$ cat src/logic/tcb_config.svh
/*
  TCB subsystem configuration
  bus widths, memory size, request queue depth and read latency
*/
`ifndef TCB_CONFIG_SVH
`define TCB_CONFIG_SVH

// address width in bits
`define TCB_ADR_W 10
// data bytes per transfer
`define TCB_BEN 4
// memory size in bytes, addresses wrap at this size
`define TCB_MEM_SIZ 256
// request FIFO entries, also the initial credit count
`define TCB_FIFO_DEPTH 4
// read delay pipeline stages
`define TCB_RD_DLY 2

`endif
$ cat src/logic/tcb_pkg.sv
/*
  TCB package
  opcode and requester state encodings, command, request and response structs
*/
`include "tcb_config.svh"

package tcb_pkg;

  ////////////////////////////////////////
  // field types
  ////////////////////////////////////////

  typedef logic [`TCB_ADR_W-1:0] tcb_adr_t;
  // data as bytes, index is the lane
  typedef logic [`TCB_BEN-1:0][8-1:0] tcb_dat_t;
  typedef logic [`TCB_BEN-1:0] tcb_ben_t;

  // transfer opcode
  typedef enum logic {
    TCB_OP_READ  = 1'b0,
    TCB_OP_WRITE = 1'b1
  } tcb_op_t;

  // requester FSM
  typedef enum logic [1:0] {
    IDLE  = 2'd0,
    ISSUE = 2'd1,
    STALL = 2'd2
  } tcb_req_state_t;

  ////////////////////////////////////////
  // transfer structs
  ////////////////////////////////////////

  // command, wdt byte b belongs to address adr+b
  typedef struct packed {
    tcb_op_t    op;
    tcb_adr_t   adr;
    logic [1:0] siz;  // log2 of bytes
    tcb_dat_t   wdt;
  } tcb_cmd_t;

  // request, wdt already placed on byte lanes
  typedef struct packed {
    tcb_op_t  op;
    tcb_adr_t adr;
    tcb_ben_t ben;
    tcb_dat_t wdt;
  } tcb_req_t;

  // response, rdt on byte lanes
  typedef struct packed {
    tcb_op_t  op;
    tcb_dat_t rdt;
  } tcb_rsp_t;

endpackage

$ cat src/logic/tcb_request_fifo.sv
/*
  TCB request FIFO
  circular queue between requester and memory, pops one entry per cycle
  and returns a credit with every pop
*/
`include "tcb_config.svh"

module tcb_request_fifo
  import tcb_pkg::*;
(
  input  logic     tcb,
  input  logic     rst_n,
  // from requester
  input  tcb_req_t req,
  input  logic     req_vld,
  // to memory
  output tcb_req_t mem_req,
  output logic     mem_trn,
  // credit back to requester
  output logic     crd_ret
);

  localparam int unsigned DEPTH = `TCB_FIFO_DEPTH;
  localparam int unsigned PTR_W = (DEPTH > 1) ? $clog2(DEPTH) : 1;
  localparam int unsigned CNT_W = $clog2(DEPTH + 1);

  tcb_req_t         fifo_mem [0:DEPTH-1];
  logic [PTR_W-1:0] wr_ptr;
  logic [PTR_W-1:0] rd_ptr;
  logic [CNT_W-1:0] cnt;
  logic             push;
  logic             pop;

  // pointer step with wrap at DEPTH
  function automatic logic [PTR_W-1:0] ptr_inc(input logic [PTR_W-1:0] ptr);
    if (ptr == PTR_W'(DEPTH - 1)) begin
      return '0;
    end
    return ptr + 1'b1;
  endfunction

  ////////////////////////////////////////
  // queue control
  ////////////////////////////////////////

  assign push = req_vld;
  // memory is always ready, drain whenever something is queued
  assign pop  = (cnt != '0);

  assign mem_trn = pop;
  assign crd_ret = pop;
  assign mem_req = fifo_mem[rd_ptr];

  // storage
  always_ff @(posedge tcb) begin
    if (push) begin
      fifo_mem[wr_ptr] <= req;
    end
  end

  always_ff @(posedge tcb or negedge rst_n) begin
    if (!rst_n) begin
      wr_ptr <= '0;
      rd_ptr <= '0;
      cnt    <= '0;
    end else begin
      if (push) begin
        wr_ptr <= ptr_inc(wr_ptr);
      end
      if (pop) begin
        rd_ptr <= ptr_inc(rd_ptr);
      end
      case ({push, pop})
        2'b10:   cnt <= cnt + 1'b1;
        2'b01:   cnt <= cnt - 1'b1;
        default: cnt <= cnt;
      endcase
    end
  end

  // credits keep the requester from writing a full queue
  no_overflow: assert property (@(posedge tcb) disable iff (!rst_n)
    req_vld |-> (cnt < CNT_W'(DEPTH)));

endmodule

$ cat config.mk
export PLATFORM = sky130hd
export DESIGN_NAME = tcb_request_fifo
export DESIGN_NICKNAME = d
export VERILOG_FILES = /design/src/logic/tcb_pkg.sv /design/src/logic/tcb_request_fifo.sv
export VERILOG_INCLUDE_DIRS = /design/src /design/src/logic
export SDC_FILE = /design/constraint.sdc
export NUM_CORES = 1
export LEC_CHECK = 0
export BUFFER_PORTS_ARGS = -buffer_cell sky130_fd_sc_hd__clkbuf_2
export CAP_MARGIN = 40
export CORE_ASPECT_RATIO = 2
export CORE_MARGIN = 4
export CORE_UTILIZATION = 61
export DETAILED_ROUTE_END_ITERATION = 8
export GPL_TIMING_DRIVEN = 0
export HOLD_SLACK_MARGIN = 0.05
export PLACE_DENSITY_LB_ADDON = 0.1
export SLEW_MARGIN = 10
export SYNTH_ARGS = -nofsm -noshare
export SYNTH_HDL_FRONTEND = slang
export SYNTH_SLANG_ARGS = --single-unit
export TNS_END_PERCENT = 20
$ cat constraint.sdc
create_clock -name tcb -period 5.5 [get_ports tcb]
set_input_delay 0.275 -clock tcb [delete_from_list [all_inputs] [get_ports tcb]]
set_output_delay 0.275 -clock tcb [all_outputs]
set_load 0.03 [all_outputs]
==> run_results.csv <==
group,metric,value,unit
synth,yosys_register_bits,195,
synth,synth_flop_cell,"edfxtp_1",
place,hpwl,7500,microns
synth,syn_nets,342,
setup_path,endpoint_kind,"output pin",
die,io_pins,99,
sta,fin_ws,3.24,ns
cts,cts_tree,"yes",
setup_path,worstPathMaxFanout,10,
sta,whs,0.0735,ns
cts,clk_latency,0.42,ns
power,leakagePower,3.07,nW
setup_path,worstPathRequired,5.22,ns
setup_path,cp.arrival,1.99,ns
grt,antenna_found_initial,0,
sta,final.setup.tns,0,ns
synth,synth.yosys.seq_area_share,80.6,%
synth,synthMuxAreaShare,15.0,%
synth,syn-instance-count,285,
min_path,hp-class,"in -> reg",
grt,grt_pass1_vias,3718,
sta,finalHoldViolCount,0,
setup_path,cp-start-kind,"register",
die,num_rows,56,
route,drt_pass1_iterations,4,
synth,syn_area,0.00723,sq mm
grt,grt_max_degree,48,
synth,synth-simple-area-share,0.675,%
power,power_density,556,mW/mm^2
grt,grt_first_pass_wirelength,20000,microns
sta,fmax,0.442,GHz
cts,root_buffer,"clkbuf_16",
route,routedWlPerCell,21.6,microns
power,ir_drop,0.000345,V
synth,netlist_top_cells_count,"edfxtp_1, mux4_2, dfrtp_1, inv_1, ha_1",
die,die_w,85.0,microns
synth,netlist_top_cells_area,"edfxtp_1, mux4_2, dfrtp_1, ha_1, mux4_1",
sta,finalCriticalPeriod,2.26,ns
route,routed_wl,12500,microns
cts,cts_buffer_depth,2,
place,gp_congestion,0.679,
place,pre_cts_slack,3.63,ns
layout,nets,477,
route,ant_nets,0,
place,dpl.cell_count,528,
synth,synth_compound_area_share,0.242,%
sta,worst_pin_slew,0.721,ns
synth,synth_top_family_by_area,"multiplexers",
synth,ys_warn_count,0,
cts,cts_sinks,195,
layout,drive_above_1_share,43.2,%
synth,synth_edf_count,188,
outcome,outcome,"completed",
run,cap_viol_max_count,0,
route,first_iter_violations,210,
sta,finalClockSkew,0.00763,ns
synth,synth_cell_types,23,
sta,setup_viol,0,
die,die_h,162,microns
layout,antenna_cells,0,
die,coreArea,0.0117,sq mm
synth,async_flop_share,3.59,%
sta,rsz0062_at_grt,"false",
sta,slew_headroom,51.9,%
grt,grt_usage,20.0,%
layout,area_delta_synth_final,19.7,%
synth,synth.avg_cell_area,25.4,sq um
synth,synth-xor-area-share,0.364,%
synth,synth_area_leader_cell,"edfxtp_1",
layout,fin_cells,578,
route,drt-vias-per-instance,5.71,
setup_path,setup.worst_path.class,"reg -> out",
synth,synth_most_common_cell,"edfxtp_1",
cts,htreeDepth,4,
sta,drv_slew,0,
route,drc,0,
place,io_buffers,98,
synth,synth_top_cell_area_share,78.1,%
synth,synth_fa_ha_area_share,1.32,%
die,die-area,0.0138,sq mm
route,num_vias,3300,
die,start_util,61.8,%
cts,clkTransAtPathRegs,0.06,ns
grt,grt_overflow,0,
cts,numCtsBuffers,17,
cts,post-cts-setup-buffer-count,0,
sta,post-route-period-util,41.1,%
## where the power goes
group          leakage, nW  switching (mW)  internal [mW]
sequential            1.81          0.0672           1.91
clock                0.279           0.507          0.671
combinational        0.983            1.03          0.628
total                 3.07            1.60           3.21
## area by class of cell
type,count,area [sq um]
well taps,145,181
clock inverters,12,128
flip-flops and latches,195,5820
repair buffers,116,671
inverters,7,26.3
fillers,662,3050
multi-input cells,71,1280
plain buffers,12,104
clock buffers,20,437
## worst max-delay path, cell delays in order, from the launching register on
cell      delay, ns
dfrtp_1        0.38
clkbuf_1       0.53
mux4_2         0.45
clkbuf_2       0.21
## flip-flops by register name (all words and copies together) (netlist names)
name,count
cnt,3
fifo_mem,188
wr_ptr,2
rd_ptr,2
## cells by family after synthesis
family | Yosys count
adder cells (fa/ha/maj) | 7
flip-flops | 195
XOR/XNOR | 3
AO/OA/AOI/OAI | 3
AND/OR/NAND/NOR | 9
buffers and inverters | 19
multiplexers | 49
## worst paths after layout
kind	from	end	slack (ns)	cells after the start
worst max-delay path	rd_ptr[1]	mem_req[20]	3.24	3
worst min-delay path	req[36]	fifo_mem[1][36]	0.07	1
worst max register to register	cnt[2]	cnt[2]	3.62	8
worst min register to register	cnt[2]	cnt[2]	0.50	1
max in group asynchronous	rst_n	rd_ptr[0]	5.10	2
min in group asynchronous	rst_n	wr_ptr[1]	0.23	2
## metal layers
layer  global-route usage [%]  part of all wire (%)  vias to the layer above
met5                        0                     0                        -
met4                     7.56                   2.3                        0
met3                     5.18                   4.4                       20
met2                     35.5                    57                      101
met1                     22.9                    37                     1703
li1                         -                     -                     1476
## metrics by stage
| step | instance area [sq um] | util [%] | power [mW] |
|---|---|---|---|
| 2_1_floorplan | 7230 | - | 3.24 |
| 3_3_place_gp | 7900 | 67.5 | 3.65 |
| 3_5_place_dp | 7910 | 67.6 | 3.69 |
| 4_1_cts | 8650 | 73.9 | 4.89 |
| 5_1_grt | 8650 | 73.9 | 5.04 |
| 6_report | 8650 | 73.9 | 4.81 |
## cells in the final DEF (no fill, tap or decap), drive strengths merged
cell type | Yosys | layout
mux2 | 1 | 1
xnor2 | 1 | 1
nor3 | 2 | 2
clkinvlp | 0 | 1
edfxtp | 188 | 188
dfrtp | 7 | 7
clkbuf | 2 | 120
ha | 6 | 6
o21ai | 2 | 2
nor2 | 1 | 1
dlygate4sd3 | 0 | 18
nand2 | 1 | 1
mux2i | 1 | 1
and2 | 4 | 4
xor2 | 2 | 2
mux4 | 47 | 47
clkinv | 0 | 5
fa | 1 | 1
inv | 7 | 11
or3 | 1 | 1
a21o | 1 | 1
buf | 10 | 10
bufinv | 0 | 2
## timing repair
item | in CTS | in global routing
resized for setup | 0 | 0
hold endpoints to repair | 75 | 0
hold buffers | 18 | 0
Note: power is estimated with default switching activity, not from simulation.
