## config.mk

```make
export PLATFORM = sky130hd
export DESIGN_NAME = tcb_requester
export DESIGN_NICKNAME = d
export VERILOG_FILES = /design/src/logic/tcb_pkg.sv /design/src/logic/tcb_requester.sv
export VERILOG_INCLUDE_DIRS = /design/src /design/src/logic
export SDC_FILE = /design/constraint.sdc
export NUM_CORES = 1
export LEC_CHECK = 0
export ABC_CLOCK_PERIOD_IN_PS = 2590
export BUFFER_PORTS_ARGS = -buffer_cell sky130_fd_sc_hd__buf_2
export CORE_MARGIN = 1
export CORE_UTILIZATION = 38
export DETAILED_ROUTE_END_ITERATION = 16
export SLEW_MARGIN = 15
export SYNTH_ARGS = -nofsm -noshare
export SYNTH_HDL_FRONTEND = slang
export SYNTH_SLANG_ARGS = --single-unit
```

## constraint.sdc

```tcl
create_clock -name tcb -period 2.59 [get_ports tcb]
set_clock_uncertainty 0.1 [all_clocks]
set_input_delay 0.1295 -clock tcb [delete_from_list [all_inputs] [get_ports tcb]]
set_output_delay 0.1295 -clock tcb [all_outputs]
set_load 0.005 [all_outputs]
```

## src/logic/tcb_config.svh

```systemverilog
/*
  TCB subsystem configuration
  bus widths, memory size, request queue depth and read latency
*/
`ifndef TCB_CONFIG_SVH
`define TCB_CONFIG_SVH

// address width in bits
`define TCB_ADR_W 10
// data bytes per transfer
`define TCB_BEN 4
// memory size in bytes, addresses wrap at this size
`define TCB_MEM_SIZ 256
// request FIFO entries, also the initial credit count
`define TCB_FIFO_DEPTH 4
// read delay pipeline stages
`define TCB_RD_DLY 2

`endif
```

## src/logic/tcb_pkg.sv

```systemverilog
/*
  TCB package
  opcode and requester state encodings, command, request and response structs
*/
`include "tcb_config.svh"

package tcb_pkg;

  ////////////////////////////////////////
  // field types
  ////////////////////////////////////////

  typedef logic [`TCB_ADR_W-1:0] tcb_adr_t;
  // data as bytes, index is the lane
  typedef logic [`TCB_BEN-1:0][8-1:0] tcb_dat_t;
  typedef logic [`TCB_BEN-1:0] tcb_ben_t;

  // transfer opcode
  typedef enum logic {
    TCB_OP_READ  = 1'b0,
    TCB_OP_WRITE = 1'b1
  } tcb_op_t;

  // requester FSM
  typedef enum logic [1:0] {
    IDLE  = 2'd0,
    ISSUE = 2'd1,
    STALL = 2'd2
  } tcb_req_state_t;

  ////////////////////////////////////////
  // transfer structs
  ////////////////////////////////////////

  // command, wdt byte b belongs to address adr+b
  typedef struct packed {
    tcb_op_t    op;
    tcb_adr_t   adr;
    logic [1:0] siz;  // log2 of bytes
    tcb_dat_t   wdt;
  } tcb_cmd_t;

  // request, wdt already placed on byte lanes
  typedef struct packed {
    tcb_op_t  op;
    tcb_adr_t adr;
    tcb_ben_t ben;
    tcb_dat_t wdt;
  } tcb_req_t;

  // response, rdt on byte lanes
  typedef struct packed {
    tcb_op_t  op;
    tcb_dat_t rdt;
  } tcb_rsp_t;

endpackage

```

## src/logic/tcb_requester.sv

```systemverilog
/*
  TCB requester
  takes one command at a time, converts size into rotated byte enables,
  moves write data onto lanes and sends it as a request once a credit is held
*/
`include "tcb_config.svh"

module tcb_requester
  import tcb_pkg::*;
(
  input  logic     tcb,
  input  logic     rst_n,
  // command port
  input  tcb_cmd_t cmd,
  input  logic     cmd_vld,
  output logic     cmd_rdy,
  // request port towards FIFO
  output tcb_req_t req,
  output logic     req_vld,
  input  logic     crd_ret
);

  localparam int unsigned CRD_W = $clog2(`TCB_FIFO_DEPTH + 1);

  tcb_req_state_t   state;
  tcb_req_state_t   state_nxt;
  logic [CRD_W-1:0] crd_cnt;
  logic             cmd_trn;
  tcb_req_t         req_nxt;

  ////////////////////////////////////////
  // handshake
  ////////////////////////////////////////

  // ready only with no command held
  assign cmd_rdy = (state == IDLE);
  assign cmd_trn = cmd_vld & cmd_rdy;
  // ISSUE is only entered with a credit in hand
  assign req_vld = (state == ISSUE);

  ////////////////////////////////////////
  // lane mapping
  ////////////////////////////////////////

  // byte b of the command goes to lane (adr+b) mod BEN
  always_comb begin
    int unsigned lane;
    req_nxt.op  = cmd.op;
    req_nxt.adr = cmd.adr;
    req_nxt.ben = '0;
    req_nxt.wdt = '0;
    for (int unsigned b = 0; b < `TCB_BEN; b++) begin
      lane = (cmd.adr + b) % `TCB_BEN;
      // only the first 2**siz bytes
      if (b < (32'd1 << cmd.siz)) begin
        req_nxt.ben[lane] = 1'b1;
        req_nxt.wdt[lane] = cmd.wdt[b];
      end
    end
  end

  // held command, payload only
  always_ff @(posedge tcb) begin
    if (cmd_trn) begin
      req <= req_nxt;
    end
  end

  ////////////////////////////////////////
  // FSM
  ////////////////////////////////////////

  always_comb begin
    state_nxt = state;
    case (state)
      IDLE: begin
        if (cmd_trn) begin
          if (crd_cnt != '0) begin
            state_nxt = ISSUE;
          end else begin
            state_nxt = STALL;
          end
        end
      end
      // request leaves this cycle
      ISSUE: state_nxt = IDLE;
      // wait for a returned credit
      STALL: begin
        if (crd_cnt != '0) begin
          state_nxt = ISSUE;
        end
      end
      default: state_nxt = IDLE;
    endcase
  end

  always_ff @(posedge tcb or negedge rst_n) begin
    if (!rst_n) begin
      state <= IDLE;
    end else begin
      state <= state_nxt;
    end
  end

  // credit counter, spend and return may coincide
  always_ff @(posedge tcb or negedge rst_n) begin
    if (!rst_n) begin
      crd_cnt <= CRD_W'(`TCB_FIFO_DEPTH);
    end else begin
      case ({req_vld, crd_ret})
        2'b10:   crd_cnt <= crd_cnt - 1'b1;
        2'b01:   crd_cnt <= crd_cnt + 1'b1;
        default: crd_cnt <= crd_cnt;
      endcase
    end
  end

  // FIFO returns no more credits than were spent
  crd_range: assert property (@(posedge tcb) disable iff (!rst_n)
    (crd_cnt <= CRD_W'(`TCB_FIFO_DEPTH)) && !(req_vld && (crd_cnt == '0)));

endmodule

```

==> metrics.txt, run 1 <==
main flop type after synthesis edfxtp_1; post-synth top area cell edfxtp_1; ANT nets after route 0; first-pass GRT wire length 15000 um; vias in the first global route 2773; GPL Wtd Cong 0.881; cts hold-fix bufs 12; syn nets 365; CP cell instances dlygate4sd3_1 -> buf_2 -> inv_1 -> ha_1 -> and2_1 -> a22oi_1 -> a22oi_1; Core Util, Final 0.467; worst-case clock buffer depth 2; DRT Wirelength 10400 um; EDFF count, synth 47; antenna cells 0; port bufs 97; dominant cells by area after synthesis edfxtp_1 (42%), a22oi_1 (12%), a211o_1 (8.2%); maximum vdd drop 0.000260 V; clock sink count 52; Post-Syn Area 0.00340 mm^2; Rows 34; Pleak 1.70 nW; worst-path maximum fanout 13; largest net degree at the start of global routing 48; Worst Hold Class in2reg; Worst slew margin 0.602; die area 0.00933 mm^2; Ys Warns 0; syn_area_per_cell 11.1 um^2; Num CTS Buffers 5; FF+latch count, synth 52; startpoint types primary input; CTS clk-pin slew, worst paths 0.09 ns; setup_tns 0 ns; Clock Tree Root clkbuf_8; cells after synthesis 306; DR pass1 iterations 5; DPL Wire Length 6770 um; Slew Viols, Final 0; fin nets 452; CP Class in2reg; Critical Path RT 2.63 ns; htree depth 2; drt drc 0; RSZ-0062 raised after global routing no; CTS resizes 0; cell family with most CP delay buffers and inverters; Bufs and invs on worst path 3; initial antenna violation count 0; core area 0.00868 mm^2; asr flop ratio synth 0.0962; layout cell share with drive strength beyond 1 0.338; Worst Setup End Kind flip-flop; CP peak stage delay 0.53 ns; total track usage 0.217; Synth cell types 37; Vert. Die Dim 96.6 um; sequential area share after synthesis 0.452; initial core utilization 0.392; DR WL/cell 20.6 um; most frequent CP cell a22oi_1; Max Fclk 441 MHz; Clock Latency Late Sink 0.30 ns; Finish-stage setup viols 0; Max-Cap Viols 0; minimum clock period 2.27 ns; via count 3199; TritonCTS clock tree yes; global route total overflow 0; Fin. Hold Viols 0; final critical-path share of the clock period 0.876; synthesis-to-layout area growth 19.2%; pwr/cell area 614 mW/mm^2; IO Pins 98; slowest CP cell dlygate4sd3_1; Die Wd 96.6 um; Slew @ Worst Pin 0.597 ns; critical path arrival 2.31 ns; postcts setup bufs 0; Synth top area share 0.415; outcome complete, no violations; drt initial violations 387; Via density 6.37
registers in the layout, summed over array words and instances (netlist names):
register  count
crd_cnt       3
req          47
state         2
through the flow:
stage	cells	power (mW)	instance area (um^2)	setup WS, ns	hold slack (ns)
2_1_floorplan	306	1.71	3400	0.400	-0.266
5_1_grt	502	2.64	4050	0.173	0.0410
6_report	502	2.49	4050	0.320	0.00682
3_5_place_dp	482	2.02	3850	0.590	-0.150
3_3_place_gp	482	2.00	3850	0.638	-0.150
4_1_cts	502	2.51	4050	0.366	0.00846
area by class of cell:
cell class | instances | area (um^2)
Sequential cell | 52 | 1540
Inverter | 8 | 30.0
Clock buffer | 6 | 72.6
Timing Repair Buffer | 121 | 708
Clock inverter | 2 | 12.5
Fill cell | 842 | 4630
Tap cell | 108 | 135
Multi-Input combinational cell | 205 | 1560
metal layers:
metal | share of wire | GRT usage | vias up
li1 | - | - | 1416
met1 | 0.42 | 0.311 | 1505
met2 | 0.45 | 0.325 | 251
met3 | 0.11 | 0.0391 | 27
met4 | 0.020 | 0.0833 | 0
met5 | 0 | 0 | -
where the power goes:
part | leakage [nW] | switching, mW | total, mW | internal (mW)
Clock | 0.0412 | 0.286 | 0.476 | 0.190
Combinational | 1.15 | 0.436 | 0.785 | 0.349
Sequential | 0.514 | 0.0721 | 1.23 | 1.16
Total | 1.70 | 0.794 | 2.49 | 1.69
synthesized netlist by cell type, types with 4 or more instances:
master     n
a211o_1   32
a22oi_1   56
a22oi_2    8
and2_1     5
buf_1      4
buf_2     18
buf_4      6
buf_6      9
dfrtp_1    4
edfxtp_1  47
ha_1       9
inv_1      5
nand2b_1   5
nand3_1   32
o22ai_1   32
path summary, 6_finish.rpt:
check	from	end	slack, ns	depth (start not counted)
setup / recovery	cmd[34]	req[30]	0.32	7
hold / removal	cmd_vld	state[0]	0.007	3
setup reg to reg	state[1]	crd_cnt[1]	0.87	5
hold reg to reg	crd_cnt[1]	state[1]	0.42	1
max in group asynchronous	rst_n	crd_cnt[2]	2.12	2
min in group asynchronous	rst_n	crd_cnt[0]	0.06	2
cells in the final DEF (no fill, tap or decap), types with 4 or more instances in the layout:
| cell type | n |
|---|---|
| a211o_1 | 32 |
| inv_1 | 5 |
| buf_4 | 11 |
| dlygate4sd3_1 | 12 |
| and2_1 | 4 |
| o22ai_1 | 32 |
| a22oi_1 | 56 |
| buf_2 | 97 |
| a22oi_2 | 8 |
| ha_1 | 9 |
| edfxtp_1 | 47 |
| nand3_1 | 32 |
| nand2b_1 | 5 |
| dfrtp_1 | 4 |
| clkbuf_8 | 5 |
kinds of logic after synthesis:
group,after synthesis,synth area share
XOR/XNOR,3,0.00773
adder cells (fa/ha/maj),10,0.0390
buffers and inverters,49,0.0905
AND/OR/NAND/NOR,52,0.0788
AO/OA/AOI/OAI,138,0.325
multiplexers,2,0.00626
flip-flops,52,0.452
worst min-delay path: stages:
cell and delay [ns]:
buf_2 0.09, o21bai_1 0.07, nor2_1 0.09
Note: power is estimated with default switching activity, not from simulation.
==> inputs of run 2 (changes only) <==
--- a/config.mk
+++ b/config.mk
@@ -6,11 +6,13 @@
 export SDC_FILE = /design/constraint.sdc
 export NUM_CORES = 1
 export LEC_CHECK = 0
+export ABC_AREA = 1
 export ABC_CLOCK_PERIOD_IN_PS = 2590
 export BUFFER_PORTS_ARGS = -buffer_cell sky130_fd_sc_hd__buf_2
 export CORE_MARGIN = 1
-export CORE_UTILIZATION = 38
+export CORE_UTILIZATION = 52
 export DETAILED_ROUTE_END_ITERATION = 16
+export PLACE_DENSITY = 0.8
 export SLEW_MARGIN = 15
 export SYNTH_ARGS = -nofsm -noshare
 export SYNTH_HDL_FRONTEND = slang
==> metrics.txt, run 2 <==
post-synth top area cell edfxtp_1 (unchanged); sequential area share after synthesis 0.461 (was 0.452); DR WL/cell 14.5 um (was 20.6 um); register name with the most flops req (unchanged); syn nets 485 (was 365); Ys Warns 0 (unchanged); sw frac 0.288 (was 0.319); startpoint types primary input (unchanged); asr flop ratio synth 0.0962 (unchanged); largest net degree at the start of global routing 48 (unchanged); global route total overflow 0 (unchanged); Post-synth top cells nand2_1 (165), nand3_1 (67), inv_1 (49) (was a22oi_1 (56), edfxtp_1 (47), a211o_1 (32), nand3_1 (32), o22ai_1 (32)); final critical-path share of the clock period 0.878 (was 0.876); FF+latch count, synth 52 (unchanged); Clock Power Share 0.251 (was 0.191); Post-Syn Area 0.00334 mm^2 (was 0.00340 mm^2); Pleak 2.20 nW (was 1.70 nW); main flop type after synthesis edfxtp_1 (unchanged); Core Util, Final 0.674 (was 0.467); clock sink count 52 (unchanged); CTS resizes 0 (unchanged); layout cell share with drive strength beyond 1 0.238 (was 0.338); syn_area_per_cell 7.83 um^2 (was 11.1 um^2); htree depth 2 (unchanged); Worst Setup End Kind flip-flop (unchanged); drt initial violations 206 (was 387); postcts setup bufs 0 (unchanged); Num CTS Buffers 5 (unchanged); pwr/cell area 629 mW/mm^2 (was 614 mW/mm^2); cells after synthesis 426 (was 306); die area 0.00674 mm^2 (was 0.00933 mm^2); DR pass1 iterations 5 (unchanged); Max Fclk 440 MHz (was 441 MHz); maximum vdd drop 0.000692 V (was 0.000260 V); outcome complete, no violations (unchanged); first-pass GRT wire length 13400 um (was 15000 um); Worst slew margin 0.596 (was 0.602); port bufs 97 (unchanged); drt drc 0 (unchanged); Synth cell types 32 (was 37); combinational fraction of design power 0.270 (was 0.315); count leader, synth nand2_1 (was a22oi_1); Via density 5.31 (was 6.37); initial core utilization 0.551 (was 0.392); Int Pwr 1.83 mW (was 1.69 mW); minimum clock period 2.27 ns (about the same); DRT Wirelength 8750 um (was 10400 um); most frequent cells in the layout nand2_1 (165), buf_2 (97), nand3_1 (67) (was buf_2 (97), a22oi_1 (56), edfxtp_1 (47)); Critical Path RT 2.67 ns (was 2.63 ns); Worst Hold Class in2reg (unchanged); DPL Wire Length 6160 um (was 6770 um); registers with the most flip-flops req: 47 flops, crd_cnt: 3 flops, state: 2 flops (unchanged); Slew Viols, Final 0 (unchanged); Finish-stage setup viols 0 (unchanged); vias in the first global route 2826 (was 2773); via count 3208 (was 3199); worst-path maximum fanout 17 (was 13); Finished Layout Cells 604 (was 502); antenna cells 0 (unchanged); synthesis-to-layout area growth 22.4% (was 19.2%); Fin. Hold Viols 0 (unchanged); Clock Tree Root clkbuf_8 (unchanged); Max-Cap Viols 0 (unchanged); CP Class in2reg (unchanged); core area 0.00606 mm^2 (was 0.00868 mm^2); GPL Wtd Cong 1.01 (was 0.881); EDFF count, synth 47 (unchanged); initial antenna violation count 0 (unchanged); Die Wd 82.1 um (was 96.6 um); Synth top area share 0.423 (was 0.415); ANT nets after route 0 (unchanged); Slew @ Worst Pin 0.605 ns (was 0.597 ns); fin nets 587 (was 452); critical path arrival 2.35 ns (was 2.31 ns); Vert. Die Dim 82.1 um (was 96.6 um); sequential power share 0.479 (was 0.493); most common cell after layout, fill and taps aside nand2_1 (was buf_2); setup_tns 0 ns (unchanged); max reg flops 47 (unchanged); Final Power 2.57 mW (was 2.49 mW); Final Cell Area 0.00408 mm^2 (was 0.00405 mm^2); worst-case clock buffer depth 2 (unchanged); placed cell area 0.00383 mm^2 (was 0.00385 mm^2); placed insts 584 (was 482); Rows 28 (was 34); IO Pins 98 (unchanged); dominant cells by area after synthesis edfxtp_1 (42%), nand2_1 (19%), nand3_1 (10%) (was edfxtp_1 (42%), a22oi_1 (12%), a211o_1 (8.2%)); CTS clk-pin slew, worst paths 0.09 ns (about the same); P_sw 0.739 mW (was 0.794 mW); Clock Latency Late Sink 0.30 ns (about the same); total track usage 0.270 (was 0.217); RSZ-0062 raised after global routing no (unchanged); TritonCTS clock tree yes (unchanged)
run 2: path summary, 6_finish.rpt:
kind | slack [ns] | cells past startpoint | to | from
max reg2reg | 0.73 | 9 | crd_cnt[2] | state[0]
min | 0.04 | 3 | req[13] | cmd[29]
max | 0.32 | 9 | req[30] | cmd[34]
min reg2reg | 0.41 | 1 | crd_cnt[2] | crd_cnt[2]
max in group asynchronous | 2.10 | 2 | crd_cnt[2] | rst_n
min in group asynchronous | 0.08 | 2 | crd_cnt[1] | rst_n
run 2: cell type report:
cell class	count	area, um^2
fill	528	1980
timing repair buffer	112	628
sequential	52	1540
multi-input combinational	302	1480
clock buffer	6	72.6
tap	75	93.8
inverter	55	209
clock inverter	2	60.1
run 2: routing by layer:
layer  global-route usage  vias up  routed length [um]
li1                     -     1582                   -
met1                0.338     1436                3780
met2                0.465      180                4150
met3               0.0418       10                 691
met4                0.105        0                 131
met5                    0        -                   0
run 2: logic make-up (layout without fill, tap and decap cells):
| group | after synthesis | count (layout) | share of synthesized area |
|---|---|---|---|
| AOI/OAI and AO/OA | 39 | 39 | 0.0697 |
| xor gates and xnor gates | 2 | 2 | 0.00525 |
| adders and majority gates | 10 | 10 | 0.0397 |
| buffers and inverters | 72 | 175 | 0.0982 |
| DFF | 52 | 52 | 0.461 |
| muxes | 1 | 1 | 0.00337 |
| and+or+nand+nor | 250 | 250 | 0.323 |
run 2: power groups by stage:
stage / clock network, mW / logic [mW] / registers, mW
3_5_place_dp: 0 / 0.677 / 1.25
5_1_grt: 0.672 / 0.790 / 1.25
3_3_place_gp: 0 / 0.660 / 1.25
4_1_cts: 0.646 / 0.695 / 1.23
2_1_floorplan: 0 / 0.366 / 1.27
6_report: 0.645 / 0.692 / 1.23
run 2: what timing repair did:
item                                   CTS  global route
hold buffers                            12             0
endpoints found under the hold margin   16             0
setup endpoints to repair                0             0
run 2: metrics by stage:
step                hold WS (ns)  worst slack (ns)
finish                    0.0430             0.317
global route              0.0557             0.225
CTS                       0.0402             0.372
detailed placement        -0.151             0.596
global placement          -0.153             0.669
floorplan                 -0.266             0.387
run 2: worst max-delay path, stage by stage:
cell           delay (ns)
dlygate4sd3_1        0.52
buf_2                0.15
inv_1                0.10
ha_1                 0.39
nand2_1              0.14
clkinv_1             0.43
a21oi_1              0.35
nand2_1              0.08
nand2_1              0.06
